[config.mk]
export PLATFORM = sky130hd
export DESIGN_NAME = rv_mcyc_core
export DESIGN_NICKNAME = d
export VERILOG_FILES = /design/src/rtl/rv_pkg.sv /design/src/rtl/rv_ifaces.sv /design/src/rtl/alu.sv /design/src/rtl/alu_dec.sv /design/src/rtl/controller_multicycle.sv /design/src/rtl/datapath.sv /design/src/rtl/apb_master.sv /design/src/rtl/rv_mcyc_core.sv
export VERILOG_INCLUDE_DIRS = /design/src /design/src/rtl
export SDC_FILE = /design/constraint.sdc
export NUM_CORES = 2
export LEC_CHECK = 0
export ABC_CLOCK_PERIOD_IN_PS = 100000
export BUFFER_PORTS_ARGS = -buffer_cell sky130_fd_sc_hd__buf_2
export CORE_MARGIN = 2
export CORE_UTILIZATION = 54
export DETAILED_ROUTE_END_ITERATION = 8
export PLACE_DENSITY = 0.7
export SYNTH_ARGS = -nofsm -noshare
export SYNTH_HDL_FRONTEND = slang
export SYNTH_SLANG_ARGS = --single-unit
[constraint.sdc]
create_clock -name clk -period 100 [get_ports clk]
set_input_delay 5 -clock clk [delete_from_list [all_inputs] [get_ports clk]]
set_output_delay 5 -clock clk [all_outputs]
set_load 0.005 [all_outputs]
[src/rtl/rv_defines.svh]
`ifndef RV_DEFINES_SVH
`define RV_DEFINES_SVH

// core geometry
`define RV_XLEN      32
`define RV_NREGS     32
`define RV_RESET_PC  32'h0000_0000

// major opcodes of the supported subset
`define RV_OP_R      7'b0110011
`define RV_OP_LOAD   7'b0000011
`define RV_OP_STORE  7'b0100011
`define RV_OP_BRANCH 7'b1100011

`endif

[src/rtl/rv_pkg.sv]
package rv_pkg;

    typedef enum logic [3:0] {
        ALU_ADD,
        ALU_SUB,
        ALU_SLL,
        ALU_SLT,
        ALU_SLTU,
        ALU_XOR,
        ALU_SRL,
        ALU_SRA,
        ALU_OR,
        ALU_AND
    } alu_op_e;

    typedef enum logic [1:0] {
        SRC_A_PC,
        SRC_A_OLD_PC,
        SRC_A_RS1
    } alu_src_a_e;

    typedef enum logic [1:0] {
        SRC_B_RS2,
        SRC_B_IMM,
        SRC_B_FOUR
    } alu_src_b_e;

    typedef enum logic [1:0] {
        RES_ALU,      // straight from the ALU
        RES_ALU_OUT,
        RES_MDR
    } res_src_e;

    typedef enum logic [1:0] {
        IMM_I,
        IMM_S,
        IMM_B
    } imm_src_e;

    typedef enum logic [3:0] {
        FETCH,
        DECODE,
        MEM_ADDR,
        MEM_READ,
        MEM_WRITE,
        MEM_W_RF,
        EXEC_R,
        ALU_W_RF,
        BRANCH
    } mcyc_state_e;

    typedef struct packed {
        logic [6:0] funct7;
        logic [4:0] rs2;
        logic [4:0] rs1;
        logic [2:0] funct3;
        logic [4:0] rd;
        logic [6:0] opcode;
    } instr_r_t;

    typedef struct packed {
        logic [11:0] imm;
        logic [4:0]  rs1;
        logic [2:0]  funct3;
        logic [4:0]  rd;
        logic [6:0]  opcode;
    } instr_i_t;

    typedef struct packed {
        logic [6:0] imm_hi;
        logic [4:0] rs2;
        logic [4:0] rs1;
        logic [2:0] funct3;
        logic [4:0] imm_lo;
        logic [6:0] opcode;
    } instr_s_t;

    typedef struct packed {
        logic       imm_12;
        logic [5:0] imm_10_5;
        logic [4:0] rs2;
        logic [4:0] rs1;
        logic [2:0] funct3;
        logic [3:0] imm_4_1;
        logic       imm_11;
        logic [6:0] opcode;
    } instr_b_t;

    typedef union packed {
        instr_r_t r;
        instr_i_t i;
        instr_s_t s;
        instr_b_t b;
    } rv_instr_u;

endpackage

[src/rtl/rv_ifaces.sv]
`include "rv_defines.svh"

interface rv_ctrl_if;
    import rv_pkg::*;

    logic       rf_we;
    alu_src_a_e alu_src_a;
    alu_src_b_e alu_src_b;
    res_src_e   res_src;
    imm_src_e   imm_src;
    alu_op_e    alu_ctrl;
    logic       en_ir;
    logic       en_pc;
    logic       m_addr_src;   // 0 pc, 1 alu out
    logic       mem_start;
    logic       mem_we;
    rv_instr_u  instr;
    logic [3:0] alu_flags;    // neg, zero, carry, overflow

    modport ctrl (
        output rf_we, alu_src_a, alu_src_b, res_src, imm_src, alu_ctrl,
        output en_ir, en_pc, m_addr_src, mem_start, mem_we,
        input  instr, alu_flags
    );

    modport dp (
        input  rf_we, alu_src_a, alu_src_b, res_src, imm_src, alu_ctrl,
        input  en_ir, en_pc, m_addr_src,
        output instr, alu_flags
    );
endinterface

interface mem_req_if;
    logic [`RV_XLEN-1:0] addr;
    logic [`RV_XLEN-1:0] wdata;
    logic [`RV_XLEN-1:0] rdata;
    logic                start;
    logic                we;
    logic                done;

    modport requester_dp   (output addr, wdata, input rdata, done);
    modport requester_ctrl (output start, we, input done);
    modport master         (input addr, wdata, start, we, output rdata, done);
endinterface

[src/rtl/alu.sv]
`include "rv_defines.svh"

module alu (
    input  logic [`RV_XLEN-1:0] a,
    input  logic [`RV_XLEN-1:0] b,
    input  rv_pkg::alu_op_e     op,
    output logic [`RV_XLEN-1:0] y,
    output logic [3:0]          flags
);
    import rv_pkg::*;

    logic [`RV_XLEN-1:0] b_eff;
    logic [`RV_XLEN-1:0] sum;
    logic                sub;
    logic                cout;
    logic                ovf;
    logic                lt_s;

    assign sub   = (op == ALU_SUB) || (op == ALU_SLT) || (op == ALU_SLTU);
    assign b_eff = sub ? ~b : b;
    assign {cout, sum} = {1'b0, a} + {1'b0, b_eff} + {{`RV_XLEN{1'b0}}, sub};

    // signs agree going in, differ coming out
    assign ovf  = (a[`RV_XLEN-1] == b_eff[`RV_XLEN-1]) && (sum[`RV_XLEN-1] != a[`RV_XLEN-1]);
    assign lt_s = sum[`RV_XLEN-1] ^ ovf;

    always_comb begin
        case (op)
            ALU_ADD, ALU_SUB: y = sum;
            ALU_SLL:  y = a << b[4:0];
            ALU_SLT:  y = {{(`RV_XLEN-1){1'b0}}, lt_s};
            ALU_SLTU: y = {{(`RV_XLEN-1){1'b0}}, ~cout};   // no carry means a < b
            ALU_XOR:  y = a ^ b;
            ALU_SRL:  y = a >> b[4:0];
            ALU_SRA:  y = $unsigned($signed(a) >>> b[4:0]);
            ALU_OR:   y = a | b;
            ALU_AND:  y = a & b;
            default:  y = sum;
        endcase
    end

    assign flags = {y[`RV_XLEN-1], (y == '0), cout, ovf};
endmodule

[src/rtl/alu_dec.sv]
`include "rv_defines.svh"

module alu_dec (
    input  logic [6:0]      opcode,
    input  logic [2:0]      funct3,
    input  logic [6:0]      funct7,
    output rv_pkg::alu_op_e alu_op
);
    import rv_pkg::*;

    always_comb begin
        alu_op = ALU_ADD;
        if (opcode == `RV_OP_R) begin
            case (funct3)
                3'b000:  alu_op = funct7[5] ? ALU_SUB : ALU_ADD;
                3'b001:  alu_op = ALU_SLL;
                3'b010:  alu_op = ALU_SLT;
                3'b011:  alu_op = ALU_SLTU;
                3'b100:  alu_op = ALU_XOR;
                3'b101:  alu_op = funct7[5] ? ALU_SRA : ALU_SRL;
                3'b110:  alu_op = ALU_OR;
                default: alu_op = ALU_AND;
            endcase
        end else if (opcode == `RV_OP_BRANCH) begin
            alu_op = ALU_SUB;   // compare through flags
        end
    end
endmodule

[src/rtl/controller_multicycle.sv]
`include "rv_defines.svh"

module controller_multicycle (
    input  logic              clk,
    input  logic              rst,
    rv_ctrl_if.ctrl           ctrl,
    mem_req_if.requester_ctrl mem
);
    import rv_pkg::*;

    mcyc_state_e state;
    mcyc_state_e decode_ns;
    alu_op_e     dec_op;
    logic [6:0]  opcode;
    logic [2:0]  funct3;
    logic        is_load;
    logic        mem_state;
    logic        mem_busy;
    logic        taken;
    logic        f_neg;
    logic        f_zero;
    logic        f_carry;
    logic        f_ovf;

    assign opcode  = ctrl.instr.r.opcode;
    assign funct3  = ctrl.instr.r.funct3;
    assign is_load = (opcode == `RV_OP_LOAD);
    assign {f_neg, f_zero, f_carry, f_ovf} = ctrl.alu_flags;

    alu_dec u_alu_dec (
        .opcode (opcode),
        .funct3 (funct3),
        .funct7 (ctrl.instr.r.funct7),
        .alu_op (dec_op)
    );

    always_comb begin
        case (opcode)
            `RV_OP_R:                  decode_ns = EXEC_R;
            `RV_OP_LOAD, `RV_OP_STORE: decode_ns = MEM_ADDR;
            `RV_OP_BRANCH:             decode_ns = BRANCH;
            default:                   decode_ns = FETCH;   // unknown opcode, skip it
        endcase
    end

    always_ff @(posedge clk or posedge rst) begin
        if (rst) begin
            state <= FETCH;
        end else begin
            case (state)
                FETCH:     if (mem.done) state <= DECODE;
                DECODE:    state <= decode_ns;
                MEM_ADDR:  state <= is_load ? MEM_READ : MEM_WRITE;
                MEM_READ:  if (mem.done) state <= MEM_W_RF;
                MEM_WRITE: if (mem.done) state <= FETCH;
                EXEC_R:    state <= ALU_W_RF;
                default:   state <= FETCH;
            endcase
        end
    end

    // one start pulse per visit to a memory state
    assign mem_state = (state == FETCH) || (state == MEM_READ) || (state == MEM_WRITE);

    always_ff @(posedge clk or posedge rst) begin
        if (rst) begin
            mem_busy <= 1'b0;
        end else begin
            mem_busy <= (mem_busy | ctrl.mem_start) & ~mem.done;
        end
    end

    assign ctrl.mem_start = mem_state & ~mem_busy;
    assign ctrl.mem_we    = (state == MEM_WRITE);
    assign mem.start      = ctrl.mem_start;
    assign mem.we         = ctrl.mem_we;

    always_comb begin
        case (funct3)
            3'b000:  taken = f_zero;               // beq
            3'b001:  taken = ~f_zero;              // bne
            3'b100:  taken = f_neg ^ f_ovf;        // blt
            3'b101:  taken = ~(f_neg ^ f_ovf);     // bge
            3'b110:  taken = ~f_carry;             // bltu
            3'b111:  taken = f_carry;              // bgeu
            default: taken = 1'b0;
        endcase
    end

    always_comb begin
        ctrl.rf_we      = 1'b0;
        ctrl.alu_src_a  = SRC_A_RS1;
        ctrl.alu_src_b  = SRC_B_IMM;
        ctrl.res_src    = RES_ALU_OUT;
        ctrl.imm_src    = is_load ? IMM_I : IMM_S;
        ctrl.alu_ctrl   = ALU_ADD;
        ctrl.en_ir      = 1'b0;
        ctrl.en_pc      = 1'b0;
        ctrl.m_addr_src = 1'b0;
        case (state)
            FETCH: begin
                ctrl.alu_src_a = SRC_A_PC;
                ctrl.alu_src_b = SRC_B_FOUR;
                ctrl.res_src   = RES_ALU;   // pc + 4
                ctrl.en_ir     = mem.done;
                ctrl.en_pc     = mem.done;
            end
            DECODE: begin
                ctrl.alu_src_a = SRC_A_OLD_PC;   // branch target into alu out
                ctrl.imm_src   = IMM_B;
            end
            MEM_READ, MEM_WRITE: begin
                ctrl.m_addr_src = 1'b1;
            end
            MEM_W_RF: begin
                ctrl.rf_we   = 1'b1;
                ctrl.res_src = RES_MDR;
            end
            EXEC_R: begin
                ctrl.alu_src_b = SRC_B_RS2;
                ctrl.alu_ctrl  = dec_op;
            end
            ALU_W_RF: begin
                ctrl.rf_we = 1'b1;
            end
            BRANCH: begin
                ctrl.alu_src_b = SRC_B_RS2;
                ctrl.alu_ctrl  = dec_op;
                ctrl.en_pc     = taken;   // target already in alu out
            end
            default: ;   // MEM_ADDR runs on the defaults
        endcase
    end
endmodule

[src/rtl/datapath.sv]
`include "rv_defines.svh"

module datapath (
    input  logic            clk,
    input  logic            rst,
    rv_ctrl_if.dp           ctrl,
    mem_req_if.requester_dp mem
);
    import rv_pkg::*;

    logic [`RV_XLEN-1:0] pc;
    logic [`RV_XLEN-1:0] old_pc;
    rv_instr_u           ir;
    logic [`RV_XLEN-1:0] regs [`RV_NREGS];
    logic [`RV_XLEN-1:0] a_reg;
    logic [`RV_XLEN-1:0] b_reg;
    logic [`RV_XLEN-1:0] alu_out;
    logic [`RV_XLEN-1:0] mdr;
    logic [`RV_XLEN-1:0] imm_ext;
    logic [`RV_XLEN-1:0] src_a;
    logic [`RV_XLEN-1:0] src_b;
    logic [`RV_XLEN-1:0] alu_y;
    logic [`RV_XLEN-1:0] result;

    always_ff @(posedge clk or posedge rst) begin
        if (rst) begin
            pc     <= `RV_RESET_PC;
            old_pc <= `RV_RESET_PC;
            ir     <= '0;
        end else begin
            if (ctrl.en_pc)
                pc <= result;
            if (ctrl.en_ir) begin
                old_pc <= pc;   // address of the fetched word
                ir     <= mem.rdata;
            end
        end
    end

    // x0 is cleared here and never written
    always_ff @(posedge clk or posedge rst) begin
        if (rst) begin
            for (int r = 0; r < `RV_NREGS; r++)
                regs[r] <= '0;
        end else if (ctrl.rf_we && ir.r.rd != 5'd0) begin
            regs[ir.r.rd] <= result;
        end
    end

    always_ff @(posedge clk) begin
        a_reg   <= regs[ir.r.rs1];
        b_reg   <= regs[ir.r.rs2];
        alu_out <= alu_y;
        if (mem.done)
            mdr <= mem.rdata;
    end

    always_comb begin
        case (ctrl.imm_src)
            IMM_S:   imm_ext = {{20{ir.s.imm_hi[6]}}, ir.s.imm_hi, ir.s.imm_lo};
            IMM_B:   imm_ext = {{19{ir.b.imm_12}}, ir.b.imm_12, ir.b.imm_11,
                                ir.b.imm_10_5, ir.b.imm_4_1, 1'b0};
            default: imm_ext = {{20{ir.i.imm[11]}}, ir.i.imm};
        endcase
    end

    always_comb begin
        case (ctrl.alu_src_a)
            SRC_A_PC:     src_a = pc;
            SRC_A_OLD_PC: src_a = old_pc;
            default:      src_a = a_reg;
        endcase
    end

    always_comb begin
        case (ctrl.alu_src_b)
            SRC_B_RS2:  src_b = b_reg;
            SRC_B_FOUR: src_b = `RV_XLEN'd4;
            default:    src_b = imm_ext;
        endcase
    end

    alu u_alu (
        .a     (src_a),
        .b     (src_b),
        .op    (ctrl.alu_ctrl),
        .y     (alu_y),
        .flags (ctrl.alu_flags)
    );

    always_comb begin
        case (ctrl.res_src)
            RES_ALU: result = alu_y;
            RES_MDR: result = mdr;
            default: result = alu_out;
        endcase
    end

    assign ctrl.instr = ir;
    assign mem.addr   = ctrl.m_addr_src ? alu_out : pc;
    assign mem.wdata  = b_reg;
endmodule

[src/rtl/apb_master.sv]
`include "rv_defines.svh"

module apb_master (
    input  logic                clk,
    input  logic                rst,
    mem_req_if.master           req,
    output logic [`RV_XLEN-1:0] paddr,
    output logic                psel,
    output logic                penable,
    output logic                pwrite,
    output logic [`RV_XLEN-1:0] pwdata,
    input  logic [`RV_XLEN-1:0] prdata,
    input  logic                pready
);
    typedef enum logic [1:0] {
        IDLE,
        SETUP,
        ACCESS
    } apb_state_e;

    apb_state_e state;

    always_ff @(posedge clk or posedge rst) begin
        if (rst) begin
            state    <= IDLE;
            pwrite   <= 1'b0;
            req.done <= 1'b0;
        end else begin
            req.done <= 1'b0;
            case (state)
                IDLE: begin
                    if (req.start) begin
                        state  <= SETUP;
                        pwrite <= req.we;
                    end
                end
                SETUP: state <= ACCESS;
                ACCESS: begin
                    if (pready) begin   // wait states hold here
                        state    <= IDLE;
                        req.done <= 1'b1;
                    end
                end
                default: state <= IDLE;
            endcase
        end
    end

    always_ff @(posedge clk) begin
        if (state == IDLE && req.start) begin
            paddr  <= req.addr;
            pwdata <= req.wdata;
        end
        if (state == ACCESS && pready)
            req.rdata <= prdata;
    end

    assign psel    = (state != IDLE);
    assign penable = (state == ACCESS);
endmodule

[src/rtl/rv_mcyc_core.sv]
`include "rv_defines.svh"

module rv_mcyc_core (
    input  logic                clk,
    input  logic                rst,
    output logic [`RV_XLEN-1:0] paddr,
    output logic                psel,
    output logic                penable,
    output logic                pwrite,
    output logic [`RV_XLEN-1:0] pwdata,
    input  logic [`RV_XLEN-1:0] prdata,
    input  logic                pready
);
    rv_ctrl_if ctrl_if ();
    mem_req_if mem_if ();

    controller_multicycle u_ctrl (
        .clk  (clk),
        .rst  (rst),
        .ctrl (ctrl_if.ctrl),
        .mem  (mem_if.requester_ctrl)
    );

    datapath u_dp (
        .clk  (clk),
        .rst  (rst),
        .ctrl (ctrl_if.dp),
        .mem  (mem_if.requester_dp)
    );

    // single shared port for fetch, load and store
    apb_master u_apb (
        .clk     (clk),
        .rst     (rst),
        .req     (mem_if.master),
        .paddr   (paddr),
        .psel    (psel),
        .penable (penable),
        .pwrite  (pwrite),
        .pwdata  (pwdata),
        .prdata  (prdata),
        .pready  (pready)
    );
endmodule

==> Word level (Yosys, flattened, before mapping) <==
Cells that the tools add are included.
{ "totals": {"regBits": 1353, "out_inout_bits": 67, "elab_cells": 183, "in_bits": 35} }
{ "op_classes": {"n_lt_le_gt_ge": 4, "n_addsub": 2, "eq_ne": 42, "n_reduce_logical": 25, "bitwise": 17, "muxes": 43, "shift": 3} }
{ "op_table": {"columns": ["operator", "n"], "rows": [
  ["bitwise mux 1024 bit", 1],
  ["binary-select mux 32 bit (select 5 bit)", 2],
  ["one-hot mux 32 bit (8 select lines)", 1],
  ["2-to-1 mux 32 bit", 7],
  ["one-hot mux 32 bit (2 select lines)", 3],
  ["demux 32 bit (select 5 bit)", 1],
  ["adder 32 x 32 -> 33 bit", 1],
  ["adder 33 x 1 -> 33 bit", 1],
  ["AND 32 bit", 1],
  ["== test 4 x 3 -> 1 bit, second input constant", 8],
  ["zero test 32 bit", 1],
  ["inverter 32 bit", 1],
  ["bitwise OR 32 bit", 1],
  ["<< shifter 32 x 5 -> 32 bit", 1],
  [">> shifter 32 x 5 -> 32 bit", 1],
  [">>> shifter 32 x 5 -> 32 bit", 1],
  ["bitwise XOR 32 bit", 1],
  ["one-hot mux 4 bit (7 select lines)", 1],
  ["one-hot mux 12 bit (2 select lines)", 1],
  ["one-hot mux 4 bit (6 select lines)", 1],
  ["2-to-1 mux 4 bit", 5],
  [">= comparator 6 bit, second input constant", 3],
  ["inverter 5 -> 6 bit", 3],
  ["== test 4 x 2 -> 1 bit, second input constant", 4],
  ["other kinds (37)", 85]
]} }

==> Longest topological paths before layout <==
{ "depth": {"word_depth": 18, "ltp_mapped": 28, "ltp_nobuf": 22} }

==> Cells and area by module <==
From an unflattened synthesis, not the netlist that was laid out.
{ "hier_totals": {"cells_unflattened": 7763, "hier_area_um2": 74507.7} }
{ "modules_own_cells": {"columns": ["module", "cells_each", "instances", "area_per_inst_um2", "seq_area_each_um2"], "rows": [
  ["datapath", 6405, 1, 62263.5, 30909.6],
  ["alu", 1153, 1, 8459.4, 0.0],
  ["apb_master", 109, 1, 3052.9, 2982.9],
  ["controller_multicycle", 79, 1, 616.8, 125.1],
  ["alu_dec", 17, 1, 115.1, 0.0]
]} }

==> Worst setup path before layout <==
Ideal clock, no wire load.
{ "synth_timing": {"path_kind": "register -> register", "start": "register u_ctrl.state[0]", "end": "register u_apb.paddr[0] (enable)", "setup_ns": 0.565, "arrival_ns": 5.978, "path_slack_ns": 93.457, "synth_period_minus_slack_ns": 6.543, "path_stages_with_launch": 7, "n_path_buf": 3, "required_time_ns": 99.435, "cell_sequence": "dfrtp_1 buf_4 clkbuf_1 clkbuf_1 nand3_1 a21o_1 nor3_1"} }
{ "synth_between": {"elab_chain_len": 5, "word_cells_on_any_way": 7, "classes_between": "2 x eq/ne; 1 x bitwise; 4 x reduce/logical"} }
{ "synth_lines": {"columns": ["item", "line_no", "text"], "rows": [
  ["start: declaration", "controller_multicycle.sv:11", "mcyc_state_e state;"],
  ["start signal: assignment", "controller_multicycle.sv:52", "DECODE: state <= decode_ns;"],
  ["start signal: assignment", "controller_multicycle.sv:53", "MEM_ADDR: state <= is_load ? MEM_READ : MEM_WRITE;"],
  ["== test 4 x 2 -> 1 bit / zero test 4 bit (equally long branches)", "controller_multicycle.sv:63", "assign mem_state = (state == FETCH) || (state == MEM_READ) || (state == MEM_WRITE);"],
  ["logical OR 1 bit", "controller_multicycle.sv:63", null],
  ["logical OR 1 bit (*)", "controller_multicycle.sv:63", null],
  ["AND 1 bit (*)", "controller_multicycle.sv:73", "assign ctrl.mem_start = mem_state & ~mem_busy;"],
  ["logical AND 1 bit (*)", "apb_master.sv:50", "if (state == IDLE && req.start) begin"],
  ["end signal: assignment", "apb_master.sv:51", "paddr <= req.addr;"],
  ["end: declaration", "apb_master.sv:7", "output logic [`RV_XLEN-1:0] paddr,"]
]} }
Mark *: on every way between the ends. The rest lies on a longest branch, timed or not.
A chain may end at the register's enable or synchronous reset.

==> Worst setup path after layout <==
{ "layout_timing": {"start": "register u_ctrl.state[3]", "end": "register u_dp.pc[30]"} }
{ "layout_between": {"word_cells_on_any_way": 56, "classes_between": "2 x add/sub; 20 x eq/ne; 3 x shift; 13 x mux; 9 x bitwise; 9 x reduce/logical"} }
{ "layout_lines": {"columns": ["item", "line_no", "text"], "rows": [
  ["== test 4 x 1 -> 1 bit (tied with other cells)", "controller_multicycle.sv:100", "case (state)"],
  ["2-to-1 mux 2 bit / OR reduction 2 bit (equally long branches)", null, null],
  ["== test 2 bit (tied with other cells)", "datapath.sv:59", "case (ctrl.imm_src)"],
  ["one-hot mux 12 bit (2 select lines) (tied with other cells)", "datapath.sv:59", null],
  ["one-hot mux 32 bit (2 select lines) / logical OR 1 bit (equally long branches)", "datapath.sv:76, alu.sv:19", null],
  ["inverter 32 bit / logical OR 1 bit (equally long branches)", "alu.sv:20, alu.sv:19", null],
  ["2-to-1 mux 32 bit", "alu.sv:20", "assign b_eff = sub ? ~b : b;"],
  ["adder 32 x 32 -> 33 bit", "alu.sv:21", "assign {cout, sum} = {1'b0, a} + {1'b0, b_eff} + {{`RV_XLEN{1'b0}}, sub};"],
  ["adder 33 x 1 -> 33 bit", "alu.sv:21", null],
  ["one-hot mux 32 bit (8 select lines) (*)", "alu.sv:28", "case (op)"],
  ["net u_dp.alu_y[20]", "datapath.sv:22", "logic [`RV_XLEN-1:0] alu_y;"],
  ["zero test 32 bit (*)", "alu.sv:42", "assign flags = {y[`RV_XLEN-1], (y == '0), cout, ovf};"],
  ["inverter 1 bit", "controller_multicycle.sv:81", "3'b001: taken = ~f_zero;"],
  ["one-hot mux 1 bit (6 select lines) (*)", "controller_multicycle.sv:79", "case (funct3)"],
  ["one-hot mux 1 bit (2 select lines) (*)", "controller_multicycle.sv:100", null],
  ["end signal: assignment", "datapath.sv:27", "pc <= `RV_RESET_PC;"],
  ["end signal: assignment", "datapath.sv:32", "pc <= result;"],
  ["end: declaration", "datapath.sv:11", "logic [`RV_XLEN-1:0] pc;"]
]} }
The timed path passes the listed nets; every way through them passes the cells marked *.

==> impl_results.md <==
- Int Power: 1.26 mW
- Slew Limit Fails: 0
- Final hold vios: 0
- Worst vdd ir: approximately 0.035 mV
- TNS Setup: 0 ns
- Number of library cell types mapped by synthesis: ~100
- Top FF cell, synth: dfrtp_1
- Final Setup Violations: 0
- Nets: ~6.4k
- Post-CTS setup buffer count: 0
- Ports: 102
- Clk sink count: about 1.4k
- Period utilization: 0.0943
- Clk network pwr share: 0.227
- Seq pwr share: 0.264
- Worst hold-check path type: reg2reg
- Register bit total from synthesis: about 1.4k
- Post-DP Area: about 0.074 mm2
- Crit path max fanout: 37
- DRC viols: 0
- Yosys top cell by area: dfrtp_1
- Min Tclk post-route: 9.43 ns
- PortBufs: 101
- Max Fclk: approximately 110 MHz
- Post-CTS Hold Buffers: 0
- Hpwl dp: 173000 um
- DR vias: 56.4k
- Share of cells above drive strength 1: 0.221
- Combinational power share: 0.509
- Row count: 134
- CP max stage delay: 0.88 ns
- Setup CP Type: reg2reg
- Clk pin slew, worst setup/hold paths: 0.06 ns
- Clk buf depth: 3
- Drt via density: 6.91
- Net Sw Frac: 0.487
- Inst Count DP: a little under 8k
- CP required: just over 100 ns
- Max cap viols: 0
- Reg with most FFs: u_dp.regs
- Yosys warning total: 0
- Fin cells: 8159
- TritonRoute pass-1 iters: 6
- Post-Syn Instances: 6483
- P_sw: about 1.2 mW
- CTS tree: yes
- Max reg flops: 1024
- Synth-to-Final Area Change: 9.76%
- Critical path capture point type: register
- Async set or reset register ratio after synthesis: 0.834
- Buf+Inv Stages, Crit Path: 2
- Post-Syn Nets: 6615
- Synth Cell Area: 0.0723 mm2
- Layout fillers: 10.7k
- First-pass GRT wire length: between 300000 and 400000 um
- Worst-Margin Slew: 1.27 ns
- Sequential cell area fraction in the yosys report: 0.470
- Post_cts resized: 0
- CP max stage cell: dfrtp_1
- Vias in the first global route: 55.4k
- Chip Width: 370 um
- Initial Utilization: 0.543
- Root buf cell: clkbuf_16
- Clock Latency Late Sink: slightly above 0.8 ns
- Power density cells: about 31 mW/mm2
- DR WL/cell: 32.8 um
- Overall global routing resource usage: 0.395
- RSZ-0062 raised after global routing: false
- H-tree lvl count: 4
- Global route overflow: 0
- GPL Wtd Cong: 1.11
- Crit path arrival time: 10.13 ns
- P_leak: 33.5 nW
- Largest net degree at the start of global routing: 189
- Syn avg cell area: 11.2 um2
- Core area: 0.133 mm2
- Die height: 370 um
- Area fraction of the dominant cell type after synthesis: 0.391
- Run status: completed
- Post-route cell area: just under 0.08 mm2
- DR iter-0 viols: 7525
- Post-synth EDFFs: 128
- ANT nets after route: 0
- Die area: 0.137 mm2
- Family with the most delay on the worst path: simple AND/OR/NAND/NOR gates
- Slew headroom: 0.153
- Setup crit start kind: register
- Synth area leaders: dfrtp_1 39%, mux4_2 20%, o21ai_0 5.6%, edfxtp_1 5.3%, nand2_1 4.7%
- CP cell instances: or3_4 -> nand3_2 -> nand2_4 -> a32o_1 -> inv_1 -> fa_1 -> nand2b_1 -> a21oi_1 -> o311ai_0 -> a31oi_1 -> o21ai_0 -> a31oi_1 -> o21ai_1 -> a2111oi_0 -> o21ai_0 -> nor4b_2 -> nand4_1 -> nor4_2 -> mux2_2 -> nor3_4 -> buf_4 -> mux2i_1
- Total wire length: 268000 um
- Initial antenna violation count: 4
- Clock Skew: 0.0327 ns
- Total CTS buffers: about 140
-- cell families (layout without fill, tap and decap cells) --
logic type      count (synthesis)  count (layout)  share of synthesized area
buf+inv                       775             677                     0.0429
compound gates               1728            1728                      0.143
fa+ha+maj                      97              97                     0.0169
mux                           812             812                      0.225
other cells                     0               6                          0
flops                        1353            1353                      0.470
xor+xnor                       59              59                    0.00714
simple gates                 1659            1659                     0.0955
-- cells in the final DEF (no fill, tap or decap), drive strengths merged, types with 13 or more instances in the layout --
cell type     n
o21ai       815
or3          15
clkbuf      205
a21oi       466
a211oi       48
and3         18
nand3        57
edfxtp      128
nand4        23
clkinv       31
o211ai       20
buf         279
inv         146
nor2        490
nor3         73
mux2i        75
a21o         21
nor4         13
nand2       913
a32oi        52
a22o         29
xnor2        47
mux4        640
mux2         97
a22oi        63
o22ai        17
ha           96
dfxtp        96
a221oi       72
a31oi        25
dfrtp      1129
-- power groups by stage --
stage               Sequential, mW  Clock, mW  Combinational [mW]
finish                       0.649      0.556                1.25
global route                 0.652      0.584                1.29
CTS                          0.646      0.562                1.21
detailed placement           0.656          0                1.20
global placement             0.656          0                1.21
floorplan                    0.622          0               0.752
-- synth_stat cells (all sizes together) (23+ instances only) --
library cell and number:
a211oi 48, a21oi 466, a221oi 72, a22o 29, a22oi 63, a31oi 25, a32oi 52, buf 161
clkbuf 481, dfrtp 1129, dfxtp 96, edfxtp 128, ha 96, inv 133, mux2 97, mux2i 75
mux4 640, nand2 913, nand3 57, nand4 23, nor2 490, nor3 73, o21ai 815, xnor2 47
-- through the flow --
step | hold slack (ns) | worst slack (ns) | utilization | power, mW
final | 0.395 | 90.57 | 0.596 | 2.45
after global placement | 0.376 | 90.78 | 0.559 | 1.86
after global routing | 0.411 | 90.27 | 0.596 | 2.53
after CTS | 0.397 | 90.73 | 0.596 | 2.41
after floorplan | 0.408 | 63.21 | - | 1.37
after detailed placement | 0.383 | 90.79 | 0.559 | 1.86
-- layout make-up --
class / count / area [um2] / area share
Clock inverter: 60 / 803 / 0.0101
Timing Repair Buffer: 279 / 1930 / 0.0243
Sequential cell: 1353 / 34100 / 0.429
Multi-Input combinational cell: 4355 / 35800 / 0.451
Tap cell: 1768 / 2210 / 0.0279
Antenna cell: 6 / 15.0 / 0.000189
Inverter: 133 / 507 / 0.00638
Clock buffer: 205 / 4090 / 0.0515
-- worst register-to-register path, cell delays in order, from the launching register on --
cell and delay (ns):
dfrtp_1 0.88, or3_4 0.64, nand3_2 0.54, nand2_4 0.66, a32o_1 0.45, inv_1 0.20
fa_1 0.48, nand2b_1 0.17, a21oi_1 0.26, o311ai_0 0.29, a31oi_1 0.55, o21ai_0 0.14
a31oi_1 0.42, o21ai_1 0.18, a2111oi_0 0.37, o21ai_0 0.28, nor4b_2 0.47, nand4_1 0.15
nor4_2 0.69, mux2_2 0.44, nor3_4 0.17, buf_4 0.55, mux2i_1 0.37
-- final timing paths --
check | start | end | slack [ns] | depth (start not counted)
setup / recovery | u_ctrl.state[3] | u_dp.pc[30] | 90.57 | 22
hold / removal | u_dp.regs[994] | u_dp.regs[994] | 0.39 | 0
setup reg to reg | u_ctrl.state[3] | u_dp.pc[30] | 90.57 | 22
hold reg to reg | u_dp.regs[994] | u_dp.regs[994] | 0.39 | 0
max in group asynchronous | rst | u_dp.regs[841] | 91.90 | 6
min in group asynchronous | rst | u_dp.regs[825] | 4.37 | 2
-- layer usage --
metal,wire length [um],vias up,track usage
li1,-,23449,-
met3,30600,733,0.121
met1,102000,28736,0.532
met2,118000,3497,0.576
met4,16300,2,0.213
met5,9,-,0
Power figures use the tool's default switching activity.
